<file path="src/rtl/ptw_pkg.sv">
/*
 * sv39 page table walker shared definitions
 * address widths, walk level codes and the pte word with its field view
 */

package ptw_pkg;

  // --------------------------------------------------------------------------
  // address widths
  // --------------------------------------------------------------------------
  localparam int unsigned PLEN       = 56;
  localparam int unsigned VLEN       = 39;
  localparam int unsigned PPN_W      = 44;
  localparam int unsigned VPN_SEG_W  = 9;
  localparam int unsigned PAGE_OFF_W = 12;
  localparam int unsigned PTE_W      = 64;

  // --------------------------------------------------------------------------
  // walk levels, first level maps 1G and the last maps 4K
  // --------------------------------------------------------------------------
  localparam int unsigned LVL_W = 2;

  localparam logic [LVL_W-1:0] LVL_1G = 2'd0;
  localparam logic [LVL_W-1:0] LVL_2M = 2'd1;
  localparam logic [LVL_W-1:0] LVL_4K = 2'd2;

  // one pte word, seen either as the memory word or as sv39 fields
  typedef union packed {
    logic [PTE_W-1:0] raw;
    struct packed {
      // must be zero, checked on every level
      logic [9:0]       reserved;
      logic [PPN_W-1:0] ppn;
      // free for software
      logic [1:0]       rsw;
      logic             d;
      logic             a;
      logic             g;
      logic             u;
      logic             x;
      logic             w;
      logic             r;
      logic             v;
    } pte;
  } pte_word_u;

endpackage

</file>
<file path="src/rtl/ptw_miss_select.sv">
/*
 * tlb miss selection
 * picks a data or instruction miss while the walker is idle and
 * forms the first level pte pointer from satp
 */

`timescale 1ns/1ps

module ptw_miss_select
  import ptw_pkg::*;
(
  input  logic              clk_i,
  input  logic              rst_ni,
  input  logic              idle_i,
  input  logic              enable_translation_i,
  input  logic              en_ld_st_translation_i,
  input  logic              itlb_access_i,
  input  logic              itlb_hit_i,
  input  logic [VLEN-1:0]   itlb_vaddr_i,
  input  logic              dtlb_access_i,
  input  logic              dtlb_hit_i,
  input  logic [VLEN-1:0]   dtlb_vaddr_i,
  input  logic [PPN_W-1:0]  satp_ppn_i,
  output logic              miss_valid_o,
  output logic              miss_is_instr_o,
  output logic [VLEN-1:0]   miss_vaddr_o,
  output logic [PLEN-1:0]   miss_pptr_o,
  output logic              itlb_miss_o,
  output logic              dtlb_miss_o
);

  logic i_miss;
  logic d_miss;

  // a miss counts only with translation on for that side
  assign i_miss = enable_translation_i & itlb_access_i & ~itlb_hit_i;
  assign d_miss = en_ld_st_translation_i & dtlb_access_i & ~dtlb_hit_i;

  // data side wins, instruction miss stays pending at the itlb
  assign dtlb_miss_o  = idle_i & d_miss;
  assign itlb_miss_o  = idle_i & i_miss & ~d_miss;
  assign miss_valid_o = itlb_miss_o | dtlb_miss_o;

  assign miss_is_instr_o = ~d_miss;
  assign miss_vaddr_o    = d_miss ? dtlb_vaddr_i : itlb_vaddr_i;

  // root table base plus vpn[2], eight bytes per pte
  assign miss_pptr_o = {satp_ppn_i, miss_vaddr_o[VLEN-1 -: VPN_SEG_W], 3'b000};

  // a taken miss moves the walker out of idle so the pulse lasts one cycle
  a_miss_pulse: assert property (@(posedge clk_i) disable iff (!rst_ni)
    miss_valid_o |=> !miss_valid_o);

endmodule

</file>
<file path="src/rtl/ptw_pte_buffer.sv">
/*
 * pte response buffer
 * registers the memory response and classifies the pte word
 */

`timescale 1ns/1ps

module ptw_pte_buffer
  import ptw_pkg::*;
(
  input  logic             clk_i,
  input  logic             rst_ni,
  input  logic             mem_rvalid_i,
  input  logic [PTE_W-1:0] mem_rdata_i,
  output logic             pte_valid_o,
  output pte_word_u        pte_o,
  output logic             pte_invalid_o,
  output logic             pte_leaf_o,
  output logic             pte_nonleaf_bad_o
);

  logic      rvalid_q;
  pte_word_u pte_q;

  always_ff @(posedge clk_i or negedge rst_ni) begin
    if (!rst_ni) begin
      rvalid_q <= 1'b0;
    end else begin
      rvalid_q <= mem_rvalid_i;
    end
  end

  // data word only captured with its valid
  always_ff @(posedge clk_i) begin
    if (mem_rvalid_i) begin
      pte_q.raw <= mem_rdata_i;
    end
  end

  assign pte_valid_o = rvalid_q;
  assign pte_o       = pte_q;

  // --------------------------------------------------------------------------
  // classification
  // --------------------------------------------------------------------------
  // not valid, write without read, or reserved bits in use
  assign pte_invalid_o = ~pte_q.pte.v | (pte_q.pte.w & ~pte_q.pte.r) |
                         (|pte_q.pte.reserved);

  // any of r or x marks a leaf, else pointer to next table
  assign pte_leaf_o = pte_q.pte.r | pte_q.pte.x;

  // a, d and u are reserved on pointers
  assign pte_nonleaf_bad_o = pte_q.pte.a | pte_q.pte.d | pte_q.pte.u;

endmodule

</file>
<file path="src/rtl/ptw_leaf_check.sv">
/*
 * leaf pte checker
 * access permissions for fetch, load and store and the
 * alignment of 1G and 2M superpages
 */

`timescale 1ns/1ps

module ptw_leaf_check
  import ptw_pkg::*;
(
  input  pte_word_u        pte_i,
  input  logic [LVL_W-1:0] level_i,
  input  logic             is_instr_i,
  input  logic             is_store_i,
  input  logic             mxr_i,
  output logic             leaf_fault_o
);

  logic perm_fault;
  logic align_fault;

  // --------------------------------------------------------------------------
  // permissions
  // --------------------------------------------------------------------------
  always_comb begin
    perm_fault = 1'b0;
    if (is_instr_i) begin
      // fetch needs execute, a is managed by software
      perm_fault = ~pte_i.pte.x | ~pte_i.pte.a;
    end else begin
      // load reads r, or x when mxr makes executable pages readable
      perm_fault = ~(pte_i.pte.a & (pte_i.pte.r | (pte_i.pte.x & mxr_i)));
      // store also wants write and an already dirty page
      if (is_store_i && (!pte_i.pte.w || !pte_i.pte.d)) begin
        perm_fault = 1'b1;
      end
    end
  end

  // --------------------------------------------------------------------------
  // superpage alignment
  // --------------------------------------------------------------------------
  always_comb begin
    align_fault = 1'b0;
    if (level_i == LVL_1G) begin
      // 1G leaf, ppn[1] and ppn[0] must be zero
      align_fault = |pte_i.pte.ppn[2*VPN_SEG_W-1:0];
    end else if (level_i == LVL_2M) begin
      // 2M leaf, only ppn[0]
      align_fault = |pte_i.pte.ppn[VPN_SEG_W-1:0];
    end
  end

  assign leaf_fault_o = perm_fault | align_fault;

endmodule

</file>
<file path="src/rtl/ptw_walker.sv">
/*
 * sv39 walk state machine
 * issues pte reads, follows pointers down three levels and ends
 * each walk with a tlb update or a page fault pulse
 */

`timescale 1ns/1ps

module ptw_walker
  import ptw_pkg::*;
(
  input  logic                       clk_i,
  input  logic                       rst_ni,
  input  logic                       flush_i,
  input  logic                       miss_valid_i,
  input  logic                       miss_is_instr_i,
  input  logic [VLEN-1:0]            miss_vaddr_i,
  input  logic [PLEN-1:0]            miss_pptr_i,
  input  logic                       mem_gnt_i,
  input  logic                       pte_valid_i,
  input  pte_word_u                  pte_i,
  input  logic                       pte_invalid_i,
  input  logic                       pte_leaf_i,
  input  logic                       pte_nonleaf_bad_i,
  input  logic                       leaf_fault_i,
  output logic                       idle_o,
  output logic [LVL_W-1:0]           level_o,
  output logic                       is_instr_o,
  output logic                       mem_req_o,
  output logic [PLEN-1:0]            mem_addr_o,
  output logic                       mem_tag_valid_o,
  output logic                       itlb_update_valid_o,
  output logic                       dtlb_update_valid_o,
  output logic [VLEN-PAGE_OFF_W-1:0] update_vpn_o,
  output logic                       update_is_2m_o,
  output logic                       update_is_1g_o,
  output pte_word_u                  update_pte_o,
  output logic [VLEN-1:0]            update_vaddr_o,
  output logic                       ptw_active_o,
  output logic                       walking_instr_o,
  output logic                       ptw_error_o
);

  enum logic [2:0] {IDLE, WAIT_GRANT, LOOKUP, ERROR, WAIT_RVALID} state_q, state_d;

  logic [LVL_W-1:0]     lvl_q, lvl_d;
  logic [PLEN-1:0]      pptr_q, pptr_d;
  logic [VLEN-1:0]      vaddr_q, vaddr_d;
  logic                 is_instr_q, is_instr_d;
  logic                 global_q, global_d;
  logic                 tag_valid_q, tag_valid_d;
  logic [VPN_SEG_W-1:0] next_seg;

  // no new walk is taken while a flush is up
  assign idle_o          = (state_q == IDLE) & ~flush_i;
  assign ptw_active_o    = (state_q != IDLE);
  assign level_o         = lvl_q;
  assign is_instr_o      = is_instr_q;
  assign walking_instr_o = is_instr_q;
  assign mem_addr_o      = pptr_q;
  assign mem_tag_valid_o = tag_valid_q;

  // --------------------------------------------------------------------------
  // tlb update contents
  // --------------------------------------------------------------------------
  assign update_vaddr_o = vaddr_q;
  assign update_vpn_o   = vaddr_q[VLEN-1:PAGE_OFF_W];
  assign update_is_1g_o = (lvl_q == LVL_1G);
  assign update_is_2m_o = (lvl_q == LVL_2M);

  always_comb begin
    update_pte_o       = pte_i;
    // a global pointer above makes the whole subtree global
    update_pte_o.pte.g = pte_i.pte.g | global_q;
  end

  // vpn[1] after the first level, vpn[0] after the second
  assign next_seg = (lvl_q == LVL_1G) ? vaddr_q[PAGE_OFF_W+2*VPN_SEG_W-1 -: VPN_SEG_W]
                                      : vaddr_q[PAGE_OFF_W+VPN_SEG_W-1 -: VPN_SEG_W];

  // --------------------------------------------------------------------------
  // next state
  // --------------------------------------------------------------------------
  always_comb begin
    state_d             = state_q;
    lvl_d               = lvl_q;
    pptr_d              = pptr_q;
    vaddr_d             = vaddr_q;
    is_instr_d          = is_instr_q;
    global_d            = global_q;
    tag_valid_d         = 1'b0;
    mem_req_o           = 1'b0;
    itlb_update_valid_o = 1'b0;
    dtlb_update_valid_o = 1'b0;
    ptw_error_o         = 1'b0;

    case (state_q)
      IDLE: begin
        // every walk starts at the root with no global seen
        lvl_d    = LVL_1G;
        global_d = 1'b0;
        if (miss_valid_i) begin
          pptr_d     = miss_pptr_i;
          vaddr_d    = miss_vaddr_i;
          is_instr_d = miss_is_instr_i;
          state_d    = WAIT_GRANT;
        end
      end
      WAIT_GRANT: begin
        mem_req_o = 1'b1;
        if (mem_gnt_i) begin
          // tag goes out the cycle after the grant
          tag_valid_d = 1'b1;
          state_d     = LOOKUP;
        end
      end
      LOOKUP: begin
        if (pte_valid_i) begin
          if (pte_i.pte.g) begin
            global_d = 1'b1;
          end
          if (pte_invalid_i) begin
            state_d = ERROR;
          end else if (pte_leaf_i) begin
            if (leaf_fault_i) begin
              state_d = ERROR;
            end else begin
              itlb_update_valid_o = is_instr_q;
              dtlb_update_valid_o = ~is_instr_q;
              state_d             = IDLE;
            end
          end else if (lvl_q == LVL_4K || pte_nonleaf_bad_i) begin
            // pointer past the last level, or a/d/u on a pointer
            state_d = ERROR;
          end else begin
            lvl_d   = lvl_q + LVL_W'(1);
            pptr_d  = {pte_i.pte.ppn, next_seg, 3'b000};
            state_d = WAIT_GRANT;
          end
        end
      end
      ERROR: begin
        ptw_error_o = 1'b1;
        state_d     = IDLE;
      end
      WAIT_RVALID: begin
        // drop the response owed from before the flush
        if (pte_valid_i) begin
          state_d = IDLE;
        end
      end
      default: begin
        state_d = IDLE;
      end
    endcase

    // flush ends the walk quietly, a granted read still has to come back
    if (flush_i) begin
      itlb_update_valid_o = 1'b0;
      dtlb_update_valid_o = 1'b0;
      ptw_error_o         = 1'b0;
      if ((state_q == LOOKUP && !pte_valid_i) || (state_q == WAIT_GRANT && mem_gnt_i)) begin
        state_d = WAIT_RVALID;
      end else begin
        state_d = IDLE;
      end
    end
  end

  always_ff @(posedge clk_i or negedge rst_ni) begin
    if (!rst_ni) begin
      state_q     <= IDLE;
      lvl_q       <= LVL_1G;
      is_instr_q  <= 1'b0;
      global_q    <= 1'b0;
      tag_valid_q <= 1'b0;
    end else begin
      state_q     <= state_d;
      lvl_q       <= lvl_d;
      is_instr_q  <= is_instr_d;
      global_q    <= global_d;
      tag_valid_q <= tag_valid_d;
    end
  end

  // walk pointer and address
  always_ff @(posedge clk_i) begin
    pptr_q  <= pptr_d;
    vaddr_q <= vaddr_d;
  end

  // --------------------------------------------------------------------------
  // assertions
  // --------------------------------------------------------------------------
  a_req_hold: assert property (@(posedge clk_i) disable iff (!rst_ni)
    mem_req_o && !mem_gnt_i && !flush_i |=> mem_req_o && $stable(mem_addr_o));

  // a flush leaves no update or error pulse behind it
  a_flush_quiet: assert property (@(posedge clk_i) disable iff (!rst_ni)
    flush_i |=> !(itlb_update_valid_o || dtlb_update_valid_o || ptw_error_o));

  // every update or fault pulse ends the walk
  a_end_idle: assert property (@(posedge clk_i) disable iff (!rst_ni)
    (itlb_update_valid_o || dtlb_update_valid_o || ptw_error_o) |=> !ptw_active_o);

endmodule

</file>
<file path="src/rtl/ptw_top.sv">
/*
 * sv39 page table walker top level
 * miss selection, pte response buffer, walk state machine
 * and leaf permission check
 */

`timescale 1ns/1ps

module ptw_top
  import ptw_pkg::*;
(
  input  logic                       clk_i,
  input  logic                       rst_ni,
  input  logic                       flush_i,
  input  logic                       enable_translation_i,
  input  logic                       en_ld_st_translation_i,
  input  logic                       lsu_is_store_i,
  input  logic                       mxr_i,
  input  logic [PPN_W-1:0]           satp_ppn_i,
  // tlb lookups
  input  logic                       itlb_access_i,
  input  logic                       itlb_hit_i,
  input  logic [VLEN-1:0]            itlb_vaddr_i,
  input  logic                       dtlb_access_i,
  input  logic                       dtlb_hit_i,
  input  logic [VLEN-1:0]            dtlb_vaddr_i,
  // memory port
  output logic                       mem_req_o,
  output logic [PLEN-1:0]            mem_addr_o,
  input  logic                       mem_gnt_i,
  output logic                       mem_tag_valid_o,
  input  logic                       mem_rvalid_i,
  input  logic [PTE_W-1:0]           mem_rdata_i,
  // tlb updates and status
  output logic                       itlb_miss_o,
  output logic                       dtlb_miss_o,
  output logic                       itlb_update_valid_o,
  output logic                       dtlb_update_valid_o,
  output logic [VLEN-PAGE_OFF_W-1:0] update_vpn_o,
  output logic                       update_is_2m_o,
  output logic                       update_is_1g_o,
  output pte_word_u                  update_pte_o,
  output logic [VLEN-1:0]            update_vaddr_o,
  output logic                       ptw_active_o,
  output logic                       walking_instr_o,
  output logic                       ptw_error_o
);

  logic             idle;
  logic             miss_valid;
  logic             miss_is_instr;
  logic [VLEN-1:0]  miss_vaddr;
  logic [PLEN-1:0]  miss_pptr;
  logic             pte_valid;
  pte_word_u        pte;
  logic             pte_invalid;
  logic             pte_leaf;
  logic             pte_nonleaf_bad;
  logic [LVL_W-1:0] level;
  logic             is_instr;
  logic             leaf_fault;

  ptw_miss_select u_miss_select (
    .clk_i                  (clk_i),
    .rst_ni                 (rst_ni),
    .idle_i                 (idle),
    .enable_translation_i   (enable_translation_i),
    .en_ld_st_translation_i (en_ld_st_translation_i),
    .itlb_access_i          (itlb_access_i),
    .itlb_hit_i             (itlb_hit_i),
    .itlb_vaddr_i           (itlb_vaddr_i),
    .dtlb_access_i          (dtlb_access_i),
    .dtlb_hit_i             (dtlb_hit_i),
    .dtlb_vaddr_i           (dtlb_vaddr_i),
    .satp_ppn_i             (satp_ppn_i),
    .miss_valid_o           (miss_valid),
    .miss_is_instr_o        (miss_is_instr),
    .miss_vaddr_o           (miss_vaddr),
    .miss_pptr_o            (miss_pptr),
    .itlb_miss_o            (itlb_miss_o),
    .dtlb_miss_o            (dtlb_miss_o)
  );

  ptw_pte_buffer u_pte_buffer (
    .clk_i             (clk_i),
    .rst_ni            (rst_ni),
    .mem_rvalid_i      (mem_rvalid_i),
    .mem_rdata_i       (mem_rdata_i),
    .pte_valid_o       (pte_valid),
    .pte_o             (pte),
    .pte_invalid_o     (pte_invalid),
    .pte_leaf_o        (pte_leaf),
    .pte_nonleaf_bad_o (pte_nonleaf_bad)
  );

  // judges the buffered pte against the walk in progress
  ptw_leaf_check u_leaf_check (
    .pte_i        (pte),
    .level_i      (level),
    .is_instr_i   (is_instr),
    .is_store_i   (lsu_is_store_i),
    .mxr_i        (mxr_i),
    .leaf_fault_o (leaf_fault)
  );

  ptw_walker u_walker (
    .clk_i               (clk_i),
    .rst_ni              (rst_ni),
    .flush_i             (flush_i),
    .miss_valid_i        (miss_valid),
    .miss_is_instr_i     (miss_is_instr),
    .miss_vaddr_i        (miss_vaddr),
    .miss_pptr_i         (miss_pptr),
    .mem_gnt_i           (mem_gnt_i),
    .pte_valid_i         (pte_valid),
    .pte_i               (pte),
    .pte_invalid_i       (pte_invalid),
    .pte_leaf_i          (pte_leaf),
    .pte_nonleaf_bad_i   (pte_nonleaf_bad),
    .leaf_fault_i        (leaf_fault),
    .idle_o              (idle),
    .level_o             (level),
    .is_instr_o          (is_instr),
    .mem_req_o           (mem_req_o),
    .mem_addr_o          (mem_addr_o),
    .mem_tag_valid_o     (mem_tag_valid_o),
    .itlb_update_valid_o (itlb_update_valid_o),
    .dtlb_update_valid_o (dtlb_update_valid_o),
    .update_vpn_o        (update_vpn_o),
    .update_is_2m_o      (update_is_2m_o),
    .update_is_1g_o      (update_is_1g_o),
    .update_pte_o        (update_pte_o),
    .update_vaddr_o      (update_vaddr_o),
    .ptw_active_o        (ptw_active_o),
    .walking_instr_o     (walking_instr_o),
    .ptw_error_o         (ptw_error_o)
  );

endmodule

</file>
<file path="config.mk">
export PLATFORM = sky130hd
export DESIGN_NAME = ptw_top
export DESIGN_NICKNAME = d
export VERILOG_FILES = /design/src/rtl/ptw_pkg.sv /design/src/rtl/ptw_miss_select.sv /design/src/rtl/ptw_pte_buffer.sv /design/src/rtl/ptw_leaf_check.sv /design/src/rtl/ptw_walker.sv /design/src/rtl/ptw_top.sv
export SDC_FILE = /design/constraint.sdc
export NUM_CORES = 1
export LEC_CHECK = 0
export BUFFER_PORTS_ARGS = -buffer_cell sky130_fd_sc_hd__buf_2
export CORE_AREA = 5 5 152 154
export CTS_BUF_LIST = sky130_fd_sc_hd__clkbuf_2 sky130_fd_sc_hd__clkbuf_4 sky130_fd_sc_hd__clkbuf_8
export DETAILED_ROUTE_END_ITERATION = 8
export DIE_AREA = 0 0 157 159
export HOLD_SLACK_MARGIN = 0.12
export PLACE_DENSITY = 0.61
export SYNTH_ARGS = -nofsm -noshare
export SYNTH_HDL_FRONTEND = slang
export SYNTH_SLANG_ARGS = --single-unit
</file>
<file path="constraint.sdc">
create_clock -name clk_i -period 5.35 [get_ports clk_i]
set_input_delay 1.07 -clock clk_i [delete_from_list [all_inputs] [get_ports clk_i]]
set_output_delay 1.07 -clock clk_i [all_outputs]
set_load 0.01 [all_outputs]
</file>
Word level (Yosys, flattened, before mapping):

Cells that the tools add are included.

* register bits after elaboration: 168
* memories: 0
* bits in latches: 0
* word-level logic and storage cells: 126
* bits of input ports: 199
* bits in writable memories: 0
* bits in read-only memories: 0

* order comparisons: 0
* shift-type cells: 0
* bitwise operators: 31
* multiplexer cells: 48
* equal/unequal tests: 16
* $add $sub $neg: 1
* reduce and logical (&&, ||, !) cells: 21
* divide/modulo/power cells: 0
* multiply operators: 0

Operators with widths (count)
* $mux W56: 5
* $pmux W56 S2: 1
* $mux W39: 1
* $mux W3: 8
* $mux W1: 23
* $reduce_or A18 Y1: 1
* $mux W2: 6
* $ne A2 B2 Y1 const B: 6
* $ne A3 B3 Y1 const B: 4
* $pmux W3 S4: 1
* $and A1 B1 Y1: 11
* $not A1 Y1: 10
* $or A1 B1 Y1: 10
* $reduce_or A10 Y1: 1
* $mux W9: 1
* $reduce_or A9 Y1: 1
* $eq A3 B2 Y1 const B: 2
* $reduce_and A6 Y1: 1
* $reduce_and A5 Y1: 1
* $pmux W2 S2: 1
* $reduce_and A4 Y1: 1
* $eq A3 B1 Y1 const B: 1
* $eq A3 B3 Y1 const B: 1
* $logic_and A1 B1 Y1: 3
* 12 further kinds: 16

Depth between registers and ports, before layout:

* word-level depth: 13
* gate-level depth with buffers: 6

By module:

From an unflattened synthesis, not the netlist that was laid out.

* cells, all modules: 523
* area total of the unflattened synthesis: 7987.7 um2

By module, submodules not included
* ptw_walker: area an instance 4810.9 um2, instances 1, cells each 330
* ptw_pte_buffer: area an instance 2004.4 um2, instances 1, cells each 72
* ptw_miss_select: area an instance 1091.0 um2, instances 1, cells each 106
* ptw_leaf_check: area an instance 81.3 um2, instances 1, cells each 15

Worst setup path before layout:

Ideal clock, no wire load.

* path kind: in2reg
* from: input port dtlb_hit_i
* to: register u_walker.pptr_q[10], in the netlist u_walker.mem_addr_o[10] (enable)
* data arrival time: 4.562 ns
* setup slack: 0.397 ns
* cell stages on the path: 4
* cell sequence: nand3b_1 buf_2 a21oi_1 a31o_2

* word-level cells in the longest chain between the ends: 7
* elaborated cells on any way between the ends: 8

RTL lines
* start, declared: line ptw_top.sv:25 `input logic dtlb_hit_i,`
* $not A1 Y1 (*): line ptw_miss_select.sv:37 `assign d_miss = en_ld_st_translation_i & dtlb_access_i & ~dtlb_hit_i;`
* $and A1 B1 Y1 (*): line ptw_miss_select.sv:37
* $not A1 Y1: line ptw_miss_select.sv:41 `assign itlb_miss_o = idle_i & i_miss & ~d_miss;`
* $and A1 B1 Y1: line ptw_miss_select.sv:41
* $or A1 B1 Y1 (*): line ptw_miss_select.sv:42 `assign miss_valid_o = itlb_miss_o | dtlb_miss_o;`
* $ne A2 B2 Y1 (no line) (*)
* $reduce_and A6 Y1 (no line) (*)
* end signal, assigned: line ptw_walker.sv:188 `pptr_q <= pptr_d;`
* end, declared: line ptw_walker.sv:47 `logic [PLEN-1:0] pptr_q, pptr_d;`

Mark *: on every way between the ends. The rest lies on a longest branch, timed or not.
A chain may end at the register's enable or synchronous reset.

Worst setup path after layout:

* from: register u_walker.state_q[0] (netlist bit)
* to: output port itlb_update_valid_o

* word-level cells in the longest chain between the ends: 3

RTL lines
* start, declared: line ptw_walker.sv:44 `enum logic [2:0] {IDLE, WAIT_GRANT, LOOKUP, ERROR, WAIT_RVALID} state_q, state_d;`
* start signal, assigned: line ptw_walker.sv:178 `state_q <= state_d;`
* $eq A3 B2 Y1: line ptw_walker.sv:97 `case (state_q)`
* $mux W1: line ptw_walker.sv:97
* $mux W1: line ptw_walker.sv:158 `if (flush_i) begin`
* end, declared: line ptw_top.sv:37 `output logic itlb_update_valid_o,`

No other way between the ends.

==> impl_metrics.prom <==
# TYPE chip_impl_metric gauge
chip_impl_info{name="outcome",value="finished clean"} 1
chip_impl_metric{name="ys_warnings",unit=""} 0
chip_impl_metric{name="finalCriticalPeriod",unit="ps"} 3480
chip_impl_info{name="synthTopCellsByArea",value="edfxtp_1 64%, mux2_2 13%, buf_4 9.8%, dfrtp_1 3.1%, mux2i_1 1.2%"} 1
chip_impl_metric{name="met3_usage",unit="%"} 5.44
chip_impl_metric{name="die_w",unit="um"} 157
chip_impl_metric{name="fillerInstances",unit=""} 2012
chip_impl_metric{name="numPortBuffers",unit=""} 392
chip_impl_metric{name="finalSetupViolations",unit=""} 0
chip_impl_metric{name="tightestPinTransition",unit="ps"} 902
chip_impl_metric{name="largest_net_degree_at_the_start_of_global_routing",unit=""} 66
chip_impl_metric{name="syn-instance-count",unit=""} 459
chip_impl_metric{name="cellLeakagePower",unit="nW"} 3.99
chip_impl_info{name="most_common_cell_after_layout_fill_and_taps_aside",value="buf_2"} 1
chip_impl_metric{name="syn-mean-instance-area",unit="um2"} 15.8
chip_impl_metric{name="finalWirelength",unit="mm"} 20.5
chip_impl_info{name="setup.worst_path.class",value="flop to output port"} 1
chip_impl_metric{name="hold_fails_final_rpt",unit=""} 0
chip_impl_metric{name="layout_net_count",unit=""} 974
chip_impl_metric{name="number_of_global_route_vias_before_repair",unit=""} 4964
chip_impl_info{name="timing.critical_path.from_type",value="flop"} 1
chip_impl_metric{name="post_synth_edffs",unit=""} 156
chip_impl_metric{name="tcrit_tclk_final",unit="%"} 65.1
chip_impl_info{name="mostFrequentLayoutCells",value="392 x buf_2, 156 x edfxtp_1, 83 x mux2_2, 19 x nor2_1, 17 x clkbuf_8"} 1
chip_impl_metric{name="globalRouteTotalUtil",unit="%"} 15.7
chip_impl_metric{name="rr_worst_depth",unit=""} 4
chip_impl_metric{name="grt_pass1_wl",unit="mm"} 29.6
chip_impl_metric{name="postCtsSetupRepairBufs",unit=""} 0
chip_impl_metric{name="r2r_setup_slack",unit="ps"} 2400
chip_impl_metric{name="mean_routed_wirelength_per_cell",unit="um"} 19.2
chip_impl_metric{name="grt_use_met1",unit="%"} 18.9
chip_impl_metric{name="grt-ovfl-total",unit=""} 0
chip_impl_metric{name="vias_per_cell",unit=""} 4.45
chip_impl_info{name="end_kind",value="output port"} 1
chip_impl_metric{name="multiInputGateArea",unit="um2"} 1590
chip_impl_metric{name="clock.fmax",unit="GHz"} 0.287
chip_impl_metric{name="clk_path_buf_depth",unit=""} 2
chip_impl_metric{name="floorplan.die_area",unit="um2"} 25000
chip_impl_metric{name="dpl.hpwl",unit="mm"} 16.0
chip_impl_metric{name="number_of_max_cap_violations",unit=""} 0
chip_impl_metric{name="finalSetupTns",unit="ps"} 0
chip_impl_metric{name="core_area",unit="um2"} 21600
chip_impl_metric{name="tritoncts_num_sinks",unit=""} 165
chip_impl_info{name="synth_ff_type",value="edfxtp_1"} 1
chip_impl_metric{name="synth_area",unit="um2"} 7270
chip_impl_metric{name="number_of_antenna_violations_at_the_first_check_in_global_routing",unit=""} 2
chip_impl_metric{name="detailedRoute.firstIterationViolations",unit=""} 224
chip_impl_info{name="root_buffer",value="clkbuf_8"} 1
chip_impl_metric{name="path_max_fanout",unit=""} 31
chip_impl_metric{name="synthDistinctLibCells",unit=""} 39
chip_impl_metric{name="drt.antenna.violating_nets",unit=""} 0
chip_impl_metric{name="cts_made_buffers",unit=""} 17
chip_impl_metric{name="vdd_drop_max",unit="uV"} 134
chip_impl_metric{name="route.vias.total",unit=""} 4744
chip_impl_info{name="most_area_hungry_cell_type_in_the_yosys_netlist",value="edfxtp_1"} 1
chip_impl_info{name="tritoncts_clock_tree",value="built"} 1
chip_impl_metric{name="placer_congestion_estimate",unit=""} 0.812
chip_impl_info{name="worstHoldPathType",value="input port to asynchronous set/reset pin"} 1
chip_impl_info{name="reg2reg_to",value="u_walker.mem_addr_o[13]$_DFFE_PP_"} 1
chip_impl_metric{name="power_density",unit="nW/um2"} 329
chip_impl_metric{name="fin_skew",unit="ps"} 18.5
chip_impl_metric{name="grt_use_met2",unit="%"} 26.2
chip_impl_metric{name="worst_slew_margin_relative_to_its_limit",unit="%"} 39.9
chip_impl_metric{name="fraction_of_final_layout_cells_with_drive_strength_greater_than_1",unit="%"} 66.4
chip_impl_metric{name="rows",unit=""} 54
chip_impl_metric{name="worstSkewPairLatency",unit="ps"} 440
chip_impl_metric{name="htree_levels",unit=""} 4
chip_impl_metric{name="yosysSeqAreaShare",unit="%"} 67.5
chip_impl_metric{name="final_core_util",unit="%"} 43.0
chip_impl_info{name="unrepaired_setup_endpoints_after_global_routing",value="no"} 1
chip_impl_metric{name="ios",unit=""} 396
chip_impl_metric{name="layout-area-overhead-vs-synth",unit="%"} 27.5
chip_impl_metric{name="ys_seq_elements",unit=""} 165
chip_impl_info{name="r2r_start",value="u_walker.state_q[0]$_DFFE_PN0P_"} 1
chip_impl_metric{name="drcViolationCount",unit=""} 0
chip_impl_metric{name="final_max_slew_viol_count",unit=""} 0
chip_impl_info{name="global_route.peak_usage_layer",value="met2"} 1
chip_impl_metric{name="postCtsHoldBufs",unit=""} 0
chip_impl_metric{name="drt-pass1-iter-count",unit=""} 4
chip_impl_metric{name="share_of_synthesized_registers_carrying_an_async_set_or_reset",unit="%"} 5.45
chip_impl_metric{name="post_cts_resize_count",unit=""} 0
chip_impl_metric{name="sequential_cell_area",unit="um2"} 4910
chip_impl_metric{name="path_clk_slew",unit="ps"} 100
chip_impl_metric{name="post-synth-top-area-fraction",unit="%"} 64.4
chip_impl_metric{name="die_h",unit="um"} 159
chip_impl_metric{name="cp_data_required_time",unit="ps"} 4280
chip_impl_metric{name="initial_cell_density_of_the_core",unit="%"} 33.7
chip_impl_metric{name="cp_data_arrival_time",unit="ps"} 2410
## cell type report
| cell class | instances | share of cell area [%] |
|---|---|---|
| multi-input cells | 183 | 17.1 |
| flip-flops and latches | 165 | 52.9 |
| well taps | 280 | 3.78 |
| clock buffers | 18 | 2.60 |
| diodes | 2 | 0.0540 |
| repair buffers | 398 | 21.6 |
| inverters | 7 | 0.283 |
| clock inverters | 14 | 1.58 |
## sequential cells by signal, summed over array words and instances, names as in the netlist
name / cells
u_walker.mem_addr_o: 53
u_pte_buffer.pte_o: 64
u_walker.global_q: 1
u_walker.state_q: 3
u_walker.level_o: 2
u_pte_buffer.pte_valid_o: 1
u_walker.update_vaddr_o: 39
u_walker.mem_tag_valid_o: 1
u_walker.is_instr_o: 1
## per-layer routing
layer / part of all wire (%) / vias to the layer above
li1: - / 2234
met1: 39 / 2221
met2: 50 / 264
met3: 9.5 / 23
met4: 2.1 / 2
met5: 0.063 / -
## critical path, stage by stage (launching register included)
cell     delay, ps
dfrtp_1        460
or2_1          320
nor2_4         650
nand2_1        170
nor4_1         200
buf_2          180
## cell usage after synthesis, drive strengths merged, types with 4 or more instances
cell type / instances
mux2i: 9
nand2: 7
nor4: 8
dfrtp: 9
edfxtp: 156
o21ai: 5
nor2: 20
a21oi: 12
buf: 104
inv: 7
mux2: 83
nand3: 4
## power breakdown
part	switching [mW]	total (mW)	internal, mW
clock network	0.507	0.896	0.388
registers	0.0629	1.61	1.55
logic	0.296	0.542	0.246
total	0.866	3.05	2.19
## cells by family (layout without fill, tap and decap cells)
| group | count (synthesis) | in the layout | share of synthesized area, % |
|---|---|---|---|
| adders and majority gates | 3 | 3 | 0.516 |
| AOI/OAI and AO/OA | 28 | 28 | 2.37 |
| buffers and inverters | 113 | 437 | 11.0 |
| muxes | 92 | 92 | 14.1 |
| other | 1 | 5 | 0.0516 |
| DFF | 165 | 165 | 67.5 |
| and+or+nand+nor | 57 | 57 | 4.46 |
## metrics by stage
step / power (mW) / hold WS [ps] / worst slack [ps] / area, um2 / cells
floorplan: 1.99 / 478 / 397 / 7280 / 461
detailed placement: 2.20 / 522 / 1990 / 8880 / 1033
global placement: 2.19 / 513 / 2050 / 8880 / 1033
finish: 3.05 / 469 / 1870 / 9270 / 1067
CTS: 3.10 / 432 / 1760 / 9270 / 1065
global route: 3.20 / 447 / 1520 / 9270 / 1066
## how the worst max path moves through the flow
| stage | cells after the start | start | to | slack (ps) |
|---|---|---|---|---|
| final | 5 | u_walker.state_q[0]$_DFFE_PN0P_ | itlb_update_valid_o | 1870 |
| after global routing | 6 | u_pte_buffer.pte_o[15]$_DFFE_PP_ | dtlb_update_valid_o | 1520 |
| after CTS | 5 | u_walker.state_q[0]$_DFFE_PN0P_ | itlb_update_valid_o | 1760 |
| after detailed placement | 6 | dtlb_access_i | dtlb_miss_o | 1990 |
| after global placement | 6 | dtlb_access_i | dtlb_miss_o | 2050 |
| after floorplan | 4 | dtlb_hit_i | u_walker.mem_addr_o[10]$_DFFE_PP_ | 400 |
Power figures use the tool's default switching activity.
